### config.mk
export PLATFORM = sky130hd
export DESIGN_NAME = cpu8_top
export DESIGN_NICKNAME = d
export VERILOG_FILES = /design/src/design/cpu8_pkg.sv /design/src/design/alu8.sv /design/src/design/instr_decoder.sv /design/src/design/register_file.sv /design/src/design/control_sequencer.sv /design/src/design/cpu8_top.sv
export SDC_FILE = /design/constraint.sdc
export NUM_CORES = 1
export LEC_CHECK = 0
export ABC_AREA = 0
export BUFFER_PORTS_ARGS = -buffer_cell sky130_fd_sc_hd__buf_2
export CORE_ASPECT_RATIO = 1.5
export CORE_MARGIN = 3
export CORE_UTILIZATION = 50
export DETAILED_ROUTE_END_ITERATION = 7
export GPL_ROUTABILITY_DRIVEN = 1
export HOLD_SLACK_MARGIN = 0.15
export PLACE_DENSITY_LB_ADDON = 0.3
export SYNTH_ARGS = -nofsm -noshare
export SYNTH_HDL_FRONTEND = slang
export SYNTH_SLANG_ARGS = --single-unit
### constraint.sdc
create_clock -name clk -period 10.5 [get_ports clk]
set_input_delay 1.575 -clock clk [delete_from_list [all_inputs] [get_ports clk]]
set_output_delay 1.575 -clock clk [all_outputs]
set_load 0.005 [all_outputs]
### src/design/cpu8_pkg.sv
package cpu8_pkg;

	// ====================================================================
	// Encodings
	// ====================================================================

	// Register codes in instruction field order, M is the byte at HL
	typedef enum logic [2:0] {
		REG_B = 3'd0,
		REG_C = 3'd1,
		REG_D = 3'd2,
		REG_E = 3'd3,
		REG_H = 3'd4,
		REG_L = 3'd5,
		REG_M = 3'd6,
		REG_A = 3'd7
	} reg_sel_e;

	typedef enum logic [2:0] {
		ALU_ADD = 3'd0,
		ALU_ADC = 3'd1,
		ALU_SUB = 3'd2,
		ALU_SBB = 3'd3,
		ALU_AND = 3'd4,
		ALU_XOR = 3'd5,
		ALU_OR  = 3'd6,
		ALU_CMP = 3'd7
	} alu_op_e;

	typedef enum logic [2:0] {
		IC_NOP,
		IC_MOV,
		IC_MVI,
		IC_ALU,
		IC_ALUI,
		IC_JMP,
		IC_JCC,
		IC_HLT
	} instr_class_e;

	typedef enum logic [3:0] {
		ST_FETCH,
		ST_DECODE,
		ST_MOV,
		ST_MVI0,
		ST_MVI1,
		ST_ALU0,
		ST_ALU1,
		ST_JMP0,
		ST_JMP1,
		ST_HALT
	} cpu_state_e;

	// Flag register layout, bit 1 reads as one and bits 5 and 3 as zero
	localparam int FLAG_S  = 7;
	localparam int FLAG_Z  = 6;
	localparam int FLAG_AC = 4;
	localparam int FLAG_P  = 2;
	localparam int FLAG_CY = 0;
	localparam logic [7:0] PSR_FIXED = 8'h02;

	// Opcodes and base patterns, the register or operation fields are ORed in
	localparam logic [7:0] OP_HLT  = 8'h76;
	localparam logic [7:0] OP_JMP  = 8'hC3;
	localparam logic [7:0] OP_MOV  = 8'h40;
	localparam logic [7:0] OP_MVI  = 8'h06;
	localparam logic [7:0] OP_ALU  = 8'h80;
	localparam logic [7:0] OP_ALUI = 8'hC6;
	localparam logic [7:0] OP_JCC  = 8'hC2;

	// Condition codes of the JCC field
	localparam logic [2:0] CC_NZ = 3'd0;
	localparam logic [2:0] CC_Z  = 3'd1;
	localparam logic [2:0] CC_NC = 3'd2;
	localparam logic [2:0] CC_C  = 3'd3;
	localparam logic [2:0] CC_PO = 3'd4;
	localparam logic [2:0] CC_PE = 3'd5;
	localparam logic [2:0] CC_P  = 3'd6;
	localparam logic [2:0] CC_M  = 3'd7;

	// ====================================================================
	// Bundles between units
	// ====================================================================

	typedef struct packed {
		instr_class_e iclass;
		reg_sel_e     dst;
		reg_sel_e     src;
		alu_op_e      alu_op;
		logic         cond_true;
	} decoded_t;

	typedef struct packed {
		logic [7:0] value;
		logic [7:0] flags;
	} alu_result_t;

	typedef struct packed {
		logic        read;
		logic        write;
		logic [15:0] addr;
		logic [7:0]  wdata;
	} bus_req_t;

endpackage

### src/design/alu8.sv
module alu8 (
	input  logic                  [7:0] a,
	input  logic                  [7:0] b,
	input  logic                        carry_in,
	input  cpu8_pkg::alu_op_e           op,
	output cpu8_pkg::alu_result_t       result
);

	logic       cin;
	logic [8:0] wide;
	logic [4:0] nibble;
	logic [7:0] value;
	logic       cy;
	logic       ac;

	// Carry or borrow only enters ADC and SBB
	assign cin = carry_in && (op == cpu8_pkg::ALU_ADC || op == cpu8_pkg::ALU_SBB);

	always_comb begin
		wide = 9'h000;
		nibble = 5'h00;
		value = 8'h00;
		cy = 1'b0;
		ac = 1'b0;
		case (op)
			cpu8_pkg::ALU_ADD, cpu8_pkg::ALU_ADC: begin
				wide = {1'b0, a} + {1'b0, b} + {8'h00, cin};
				nibble = {1'b0, a[3:0]} + {1'b0, b[3:0]} + {4'h0, cin};
				value = wide[7:0];
				cy = wide[8];
				ac = nibble[4];
			end
			cpu8_pkg::ALU_SUB, cpu8_pkg::ALU_SBB, cpu8_pkg::ALU_CMP: begin
				wide = {1'b0, a} - {1'b0, b} - {8'h00, cin};
				nibble = {1'b0, a[3:0]} - {1'b0, b[3:0]} - {4'h0, cin};
				value = wide[7:0];
				// Carry is the borrow out
				cy = wide[8];
				// AC is set when the low nibble did not borrow
				ac = !nibble[4];
			end
			cpu8_pkg::ALU_AND: begin
				value = a & b;
				ac = a[3] | b[3];
			end
			cpu8_pkg::ALU_XOR: begin
				value = a ^ b;
			end
			cpu8_pkg::ALU_OR: begin
				value = a | b;
			end
		endcase
	end

	// ====================================================================
	// Flag byte
	// ====================================================================

	always_comb begin
		result.value = value;
		result.flags = cpu8_pkg::PSR_FIXED;
		result.flags[cpu8_pkg::FLAG_S] = value[7];
		result.flags[cpu8_pkg::FLAG_Z] = value == 8'h00;
		result.flags[cpu8_pkg::FLAG_AC] = ac;
		// Even parity
		result.flags[cpu8_pkg::FLAG_P] = ~^value;
		result.flags[cpu8_pkg::FLAG_CY] = cy;
	end

endmodule

### src/design/instr_decoder.sv
module instr_decoder (
	input  logic [7:0]         ir,
	input  logic [7:0]         flags,
	output cpu8_pkg::decoded_t decoded
);

	// Masks that keep only the fixed bits of a pattern
	localparam logic [7:0] MASK_GROUP = 8'hC0;
	localparam logic [7:0] MASK_MID   = 8'hC7;

	logic is_hlt;
	logic is_mov;
	logic is_mvi;
	logic is_alu;
	logic is_alui;
	logic is_jmp;
	logic is_jcc;
	logic cond;

	assign is_hlt  = ir == cpu8_pkg::OP_HLT;
	// HLT sits in the MOV group where MOV M,M would be
	assign is_mov  = (ir & MASK_GROUP) == cpu8_pkg::OP_MOV && !is_hlt;
	assign is_alu  = (ir & MASK_GROUP) == cpu8_pkg::OP_ALU;
	assign is_mvi  = (ir & MASK_MID) == cpu8_pkg::OP_MVI;
	assign is_alui = (ir & MASK_MID) == cpu8_pkg::OP_ALUI;
	assign is_jcc  = (ir & MASK_MID) == cpu8_pkg::OP_JCC;
	assign is_jmp  = ir == cpu8_pkg::OP_JMP;

	always_comb begin
		case (ir[5:3])
			cpu8_pkg::CC_NZ: cond = !flags[cpu8_pkg::FLAG_Z];
			cpu8_pkg::CC_Z:  cond = flags[cpu8_pkg::FLAG_Z];
			cpu8_pkg::CC_NC: cond = !flags[cpu8_pkg::FLAG_CY];
			cpu8_pkg::CC_C:  cond = flags[cpu8_pkg::FLAG_CY];
			cpu8_pkg::CC_PO: cond = !flags[cpu8_pkg::FLAG_P];
			cpu8_pkg::CC_PE: cond = flags[cpu8_pkg::FLAG_P];
			cpu8_pkg::CC_P:  cond = !flags[cpu8_pkg::FLAG_S];
			cpu8_pkg::CC_M:  cond = flags[cpu8_pkg::FLAG_S];
		endcase
	end

	always_comb begin
		if (is_hlt)
			decoded.iclass = cpu8_pkg::IC_HLT;
		else if (is_mov)
			decoded.iclass = cpu8_pkg::IC_MOV;
		else if (is_mvi)
			decoded.iclass = cpu8_pkg::IC_MVI;
		else if (is_alu)
			decoded.iclass = cpu8_pkg::IC_ALU;
		else if (is_alui)
			decoded.iclass = cpu8_pkg::IC_ALUI;
		else if (is_jmp)
			decoded.iclass = cpu8_pkg::IC_JMP;
		else if (is_jcc)
			decoded.iclass = cpu8_pkg::IC_JCC;
		else
			decoded.iclass = cpu8_pkg::IC_NOP;
		decoded.dst = cpu8_pkg::reg_sel_e'(ir[5:3]);
		decoded.src = cpu8_pkg::reg_sel_e'(ir[2:0]);
		decoded.alu_op = cpu8_pkg::alu_op_e'(ir[5:3]);
		// An unconditional jump always counts as taken
		decoded.cond_true = is_jmp || (is_jcc && cond);
	end

endmodule

### src/design/register_file.sv
module register_file (
	input  logic                     clk,
	input  logic                     rst_n,
	input  cpu8_pkg::reg_sel_e       src,
	output logic              [7:0]  rdata,
	input  cpu8_pkg::reg_sel_e       dst,
	input  logic                     we,
	input  logic              [7:0]  wdata,
	output logic              [7:0]  a_value,
	output logic              [15:0] hl
);

	// B, C, D, E, H and L in slots 0 to 5, A in slot 6
	logic [7:0] regs [7];
	logic [2:0] src_idx;
	logic [2:0] dst_idx;

	function automatic logic [2:0] slot(input cpu8_pkg::reg_sel_e sel);
		return (sel == cpu8_pkg::REG_A) ? 3'd6 : 3'(sel);
	endfunction

	assign src_idx = slot(src);
	assign dst_idx = slot(dst);

	always_ff @(posedge clk or negedge rst_n) begin
		if (!rst_n) begin
			for (int i = 0; i < 7; i++) begin
				regs[i] <= 8'h00;
			end
		end else if (we && dst != cpu8_pkg::REG_M) begin
			regs[dst_idx] <= wdata;
		end
	end

	assign rdata = regs[src_idx];
	assign a_value = regs[6];
	assign hl = {regs[4], regs[5]};

	// The sequencer sends every M access to the memory bus instead
	a_no_m_write: assert property (@(posedge clk) disable iff (!rst_n)
		we |-> dst != cpu8_pkg::REG_M);

endmodule

### src/design/control_sequencer.sv
module control_sequencer #(
	parameter logic [15:0] RESET_PC = 16'h0000
) (
	input  logic                         clk,
	input  logic                         rst_n,
	input  cpu8_pkg::decoded_t           decoded,
	input  cpu8_pkg::alu_result_t        alu_result,
	input  logic                  [7:0]  reg_rdata,
	input  logic                  [7:0]  a_value,
	input  logic                  [15:0] hl,
	input  logic                  [7:0]  memory_rdata,
	input  logic                         memory_done,
	output logic                  [7:0]  ir,
	output logic                  [7:0]  flags,
	output logic                  [7:0]  operand,
	output cpu8_pkg::alu_op_e            alu_op,
	output cpu8_pkg::reg_sel_e           reg_src,
	output cpu8_pkg::reg_sel_e           reg_dst,
	output logic                         reg_we,
	output logic                  [7:0]  reg_wdata,
	output cpu8_pkg::bus_req_t           bus,
	output logic                         halted,
	output logic                         fetch
);

	cpu8_pkg::cpu_state_e state;
	cpu8_pkg::cpu_state_e state_next;
	logic [15:0] pc;
	logic [7:0]  psr;
	logic        cycle_done;
	logic        dst_mem;
	logic        src_mem;
	logic        is_alui;

	assign dst_mem = decoded.dst == cpu8_pkg::REG_M;
	assign src_mem = decoded.src == cpu8_pkg::REG_M;
	assign is_alui = decoded.iclass == cpu8_pkg::IC_ALUI;
	// A state without a bus request finishes in one clock
	assign cycle_done = !(bus.read || bus.write) || memory_done;

	// ====================================================================
	// State sequence
	// ====================================================================

	always_comb begin
		state_next = cpu8_pkg::ST_FETCH;
		case (state)
			cpu8_pkg::ST_FETCH: state_next = cpu8_pkg::ST_DECODE;
			cpu8_pkg::ST_DECODE: begin
				case (decoded.iclass)
					cpu8_pkg::IC_MOV:  state_next = cpu8_pkg::ST_MOV;
					cpu8_pkg::IC_MVI:  state_next = cpu8_pkg::ST_MVI0;
					cpu8_pkg::IC_ALU,
					cpu8_pkg::IC_ALUI: state_next = cpu8_pkg::ST_ALU0;
					cpu8_pkg::IC_JMP,
					cpu8_pkg::IC_JCC:  state_next = cpu8_pkg::ST_JMP0;
					cpu8_pkg::IC_HLT:  state_next = cpu8_pkg::ST_HALT;
					default:           state_next = cpu8_pkg::ST_FETCH;
				endcase
			end
			cpu8_pkg::ST_MVI0: state_next = dst_mem ? cpu8_pkg::ST_MVI1 : cpu8_pkg::ST_FETCH;
			cpu8_pkg::ST_ALU0: state_next = cpu8_pkg::ST_ALU1;
			cpu8_pkg::ST_JMP0: state_next = cpu8_pkg::ST_JMP1;
			cpu8_pkg::ST_HALT: state_next = cpu8_pkg::ST_HALT;
			default:           state_next = cpu8_pkg::ST_FETCH;
		endcase
	end

	always_ff @(posedge clk or negedge rst_n) begin
		if (!rst_n) begin
			state <= cpu8_pkg::ST_FETCH;
			pc <= RESET_PC;
			ir <= 8'h00;
			psr <= cpu8_pkg::PSR_FIXED;
		end else if (cycle_done) begin
			state <= state_next;
			case (state)
				cpu8_pkg::ST_FETCH: begin
					ir <= memory_rdata;
					pc <= pc + 16'd1;
				end
				cpu8_pkg::ST_MVI0, cpu8_pkg::ST_JMP0: pc <= pc + 16'd1;
				cpu8_pkg::ST_ALU0: begin
					if (is_alui)
						pc <= pc + 16'd1;
				end
				// Not taken still steps past the high address byte
				cpu8_pkg::ST_JMP1: pc <= decoded.cond_true ? {memory_rdata, operand} : pc + 16'd1;
				cpu8_pkg::ST_ALU1: psr <= alu_result.flags | cpu8_pkg::PSR_FIXED;
				default: ;
			endcase
		end
	end

	// Holds the MVI byte, the ALU operand or the low jump address
	always_ff @(posedge clk) begin
		if (cycle_done) begin
			case (state)
				cpu8_pkg::ST_MVI0, cpu8_pkg::ST_JMP0: operand <= memory_rdata;
				cpu8_pkg::ST_ALU0: operand <= (is_alui || src_mem) ? memory_rdata : reg_rdata;
				default: ;
			endcase
		end
	end

	// ====================================================================
	// Bus requests and register file control
	// ====================================================================

	always_comb begin
		bus = '0;
		reg_we = 1'b0;
		reg_src = decoded.src;
		reg_dst = decoded.dst;
		reg_wdata = memory_rdata;
		case (state)
			cpu8_pkg::ST_FETCH, cpu8_pkg::ST_JMP0, cpu8_pkg::ST_JMP1: begin
				bus.read = 1'b1;
				bus.addr = pc;
			end
			cpu8_pkg::ST_MOV: begin
				bus.addr = hl;
				bus.wdata = reg_rdata;
				bus.read = src_mem;
				bus.write = dst_mem;
				reg_we = !dst_mem && cycle_done;
				reg_wdata = src_mem ? memory_rdata : reg_rdata;
			end
			cpu8_pkg::ST_MVI0: begin
				bus.read = 1'b1;
				bus.addr = pc;
				reg_we = !dst_mem && cycle_done;
			end
			cpu8_pkg::ST_MVI1: begin
				bus.write = 1'b1;
				bus.addr = hl;
				bus.wdata = operand;
			end
			cpu8_pkg::ST_ALU0: begin
				bus.read = is_alui || src_mem;
				bus.addr = is_alui ? pc : hl;
			end
			cpu8_pkg::ST_ALU1: begin
				// CMP writes A back unchanged so that only the flags move
				reg_we = 1'b1;
				reg_dst = cpu8_pkg::REG_A;
				reg_wdata = (decoded.alu_op == cpu8_pkg::ALU_CMP) ? a_value : alu_result.value;
			end
			default: ;
		endcase
	end

	assign alu_op = decoded.alu_op;
	assign flags = psr;
	assign halted = state == cpu8_pkg::ST_HALT;
	assign fetch = state == cpu8_pkg::ST_FETCH;

	a_bus_exclusive: assert property (@(posedge clk) disable iff (!rst_n)
		!(bus.read && bus.write));
	a_bus_hold: assert property (@(posedge clk) disable iff (!rst_n)
		(bus.read || bus.write) && !memory_done
		|=> bus.read == $past(bus.read) && bus.write == $past(bus.write)
			&& $stable(bus.addr));
	a_halt_idle: assert property (@(posedge clk) disable iff (!rst_n)
		halted |-> !bus.read && !bus.write);

endmodule

### src/design/cpu8_top.sv
module cpu8_top #(
	parameter logic [15:0] RESET_PC = 16'h0000
) (
	input  logic        clk,
	input  logic        rst_n,
	output logic        memory_read,
	output logic        memory_write,
	output logic [15:0] memory_addr,
	output logic [7:0]  memory_wdata,
	input  logic [7:0]  memory_rdata,
	input  logic        memory_done,
	output logic        halted,
	output logic        fetch
);

	cpu8_pkg::decoded_t    decoded;
	cpu8_pkg::alu_result_t alu_result;
	cpu8_pkg::bus_req_t    bus;
	cpu8_pkg::alu_op_e     alu_op;
	cpu8_pkg::reg_sel_e    reg_src;
	cpu8_pkg::reg_sel_e    reg_dst;
	logic [7:0]  ir;
	logic [7:0]  flags;
	logic [7:0]  operand;
	logic [7:0]  reg_rdata;
	logic [7:0]  reg_wdata;
	logic [7:0]  a_value;
	logic [15:0] hl;
	logic        reg_we;

	control_sequencer #(
		.RESET_PC(RESET_PC)
	) u_seq (
		.clk(clk),
		.rst_n(rst_n),
		.decoded(decoded),
		.alu_result(alu_result),
		.reg_rdata(reg_rdata),
		.a_value(a_value),
		.hl(hl),
		.memory_rdata(memory_rdata),
		.memory_done(memory_done),
		.ir(ir),
		.flags(flags),
		.operand(operand),
		.alu_op(alu_op),
		.reg_src(reg_src),
		.reg_dst(reg_dst),
		.reg_we(reg_we),
		.reg_wdata(reg_wdata),
		.bus(bus),
		.halted(halted),
		.fetch(fetch)
	);

	instr_decoder u_dec (
		.ir(ir),
		.flags(flags),
		.decoded(decoded)
	);

	register_file u_regs (
		.clk(clk),
		.rst_n(rst_n),
		.src(reg_src),
		.rdata(reg_rdata),
		.dst(reg_dst),
		.we(reg_we),
		.wdata(reg_wdata),
		.a_value(a_value),
		.hl(hl)
	);

	alu8 u_alu (
		.a(a_value),
		.b(operand),
		.carry_in(flags[cpu8_pkg::FLAG_CY]),
		.op(alu_op),
		.result(alu_result)
	);

	assign memory_read = bus.read;
	assign memory_write = bus.write;
	assign memory_addr = bus.addr;
	assign memory_wdata = bus.wdata;

endmodule

==> impl_metrics.tcl <==
set metrics [dict create \
    cts_tree "built" \
    die_w_um 102 \
    ys_types 72 \
    synth-main-ff-cell "dfrtp_1" \
    synth_top_area_frac 0.317 \
    grtUsageTotal 0.273 \
    ir_drop_uv 165 \
    yosysSeqAreaShare 0.352 \
    rr_worst_depth 11 \
    slew_headroom 0.255 \
    final_nets 773 \
    worstMarginPinSlew_ns 1.12 \
    layout_setup_ws_ns 5.36 \
    drtIter0Drc 368 \
    gp_congestion 0.996 \
    grt_pass1_vias 5734 \
    end_kind "primary output" \
    grt-ovfl-total 0 \
    cp.required_ns 8.93 \
    period_minus_slack_ns 5.14 \
    critPathKind "flop to primary output" \
    power_uw 2590 \
    max_freq_mhz 195 \
    drc 0 \
    cp_max_fo 22 \
    numCtsBuffers 9 \
    pre_cts_slack_ns 5.85 \
    ant_nets 0 \
    stdcell_count 886 \
    grt_start_max_net_pins 55 \
    postSynthAreaPerCell_um2 9.82 \
    clk_path_buf_depth 2 \
    initial_utilization 0.513 \
    post_drt_via_cell_ratio 6.54 \
    core-area_um2 13500 \
    regArea_um2 2440 \
    ctsHoldBuffers 0 \
    status "complete, no violations" \
    n_antenna_cell 0 \
    ys_ff_latch 96 \
    timing_hold_violations_final 0 \
    setup.worst_path.start_class "flop" \
    cts_max_level 3 \
    grt_pass1_wl_mm 31.8 \
    p_leak_uw 0.00326 \
    post_cts_buffers 0 \
    crit_arrival_ns 3.56 \
    rsz0062_at_grt "no" \
    powerDensity_nw_per_um2 346 \
    n_fill_cell 1188 \
    yosysTopAreaCell "dfrtp_1" \
    maxCapViolCount 0 \
    setup_tns_ns 0 \
    clk_latency_ns 0.36 \
    cts_resized 0 \
    area_growth_pct 8.07 \
    io_pins 39 \
    clk_root_buffer_cell "clkbuf_16" \
    num_vias 5792 \
    die_area_um2 15400 \
    drive_above_1_share 0.220 \
    antenna_found_initial 0 \
    die_y_um 150 \
    synthArstFlopShare 0.917 \
    wl_per_cell_um 22.8 \
    multi_input_area_um2 4180 \
    synth_edf_count 8 \
    min_path_cells 1 \
    firstDrtPassIters 7 \
    synthesis.nets 761 \
    syn_area_um2 6950 \
    min_period_over_period 0.489 \
    path_clk_slew_ns 0.08 \
    synthCells 707 \
    synth_area_leaders "dfrtp_1, mux2_2, ha_1, o21ai_0, mux2i_1" \
    finClkSkew_ns 0.0127 \
    dp_hpwl_mm 15.3 \
    placed_cells 870 \
    finalMaxSlewViolations 0 \
    hold_path.class "flop to flop" \
    rows 52 \
    setup-violations-final 0 \
    ys_warn_count 0 \
    final_core_util 0.555 \
    portBuffers 38 \
    clock_sinks 96 \
    wl_mm 20.2 \
]
[critical path: stages, from the launching register on]
cell and delay [ns]:
dfrtp_1 0.75, inv_1 0.28, nand3_1 0.29, o211ai_1 0.11, o21ai_0 0.17, ha_1 0.28, nand2_1 0.09, a311oi_2 0.31
a21o_1 0.56, a22o_1 0.24, buf_2 0.12
[where the power goes]
group / switching (uW) / internal, uW
Combinational: 838 / 674
Sequential: 216 / 525
Clock: 171 / 170
Total: 1230 / 1370
[layer usage]
metal / global-route usage / vias to the layer above / part of all wire
met2: 0.463 / 241 / 0.51
met3: 0.0399 / 67 / 0.051
met1: 0.332 / 2849 / 0.38
met5: 0 / - / 0
met4: 0.141 / 0 / 0.054
li1: - / 2635 / -
[state kept, by name, summed over array words and instances (netlist names)]
name,count
u_seq.operand,8
u_seq.pc,16
u_seq.state,4
u_regs.regs,32
u_regs.a_value,8
u_seq.flags,4
u_regs.hl,16
u_seq.ir,8
[cells in the mapped netlist (all sizes together), types with 5 or more instances]
master	count
nor4b	6
mux2i	27
mux2	79
inv	40
o21ai	61
o22ai	8
o21a	7
a31oi	7
a22o	26
ha	39
a21oi	38
nor2	32
mux4	5
dfrtp	88
nor4	5
nand2b	10
and2	5
nor3	15
buf	17
and3	6
or2	8
edfxtp	8
nand3	15
nand2	44
o211ai	5
xnor2	7
clkbuf	23
a222oi	7
nor2b	6
[layout by cell type (no fill, tap or decap), types with 8 or more instances in the layout]
| cell | instances |
|---|---|
| clkbuf_16 | 9 |
| o21ai_0 | 56 |
| a22o_1 | 26 |
| nand3_1 | 15 |
| nand2b_1 | 10 |
| dfrtp_1 | 88 |
| ha_1 | 39 |
| edfxtp_1 | 8 |
| a21oi_1 | 36 |
| nor3_1 | 14 |
| inv_1 | 40 |
| or2_2 | 8 |
| mux2i_1 | 27 |
| buf_2 | 37 |
| nand2_1 | 44 |
| nor2_1 | 28 |
| o22ai_1 | 8 |
| mux2_2 | 71 |
[metrics by stage]
stage | area, um^2 | hold slack [ns]
global route | 7510 | 0.518
floorplan | 6950 | 0.449
detailed placement | 7190 | 0.475
global placement | 7190 | 0.463
CTS | 7510 | 0.494
finish | 7510 | 0.497
[final timing paths]
kind | startpoint | endpoint | slack (ns)
max in group asynchronous | rst_n | u_regs.hl[13]$_DFFE_PN0P_ | 8.26
hold / removal | u_regs.regs[50]$_DFFE_PN0P_ | u_regs.regs[50]$_DFFE_PN0P_ | 0.50
setup reg to reg | u_seq.ir[3]$_DFFE_PN0P_ | u_regs.hl[12]$_DFFE_PN0P_ | 6.19
hold reg to reg | u_regs.regs[50]$_DFFE_PN0P_ | u_regs.regs[50]$_DFFE_PN0P_ | 0.50
min in group asynchronous | rst_n | u_seq.state[2]$_DFFE_PN0N_ | 1.17
setup / recovery | u_seq.ir[3]$_DFFE_PN0P_ | memory_addr[2] | 5.36
[layout make-up]
cell class              count  area share
multi-input cells         530       0.557
flip-flops and latches     96       0.325
clock buffers               9      0.0300
repair buffers             41      0.0287
well taps                 162      0.0270
inverters                  41      0.0205
clock inverters             7      0.0115
[kinds of logic (layout without fill, tap and decap cells)]
family          after synthesis  in the layout  share of synthesized area
compound gates              190            190                      0.181
xor+xnor                     11             11                     0.0139
fa+ha+maj                    43             43                     0.0818
buf+inv                      81             98                     0.0486
flops                        96             96                      0.352
mux                         111            111                      0.186
simple gates                175            175                      0.137
Note: power is estimated with default switching activity, not from simulation.
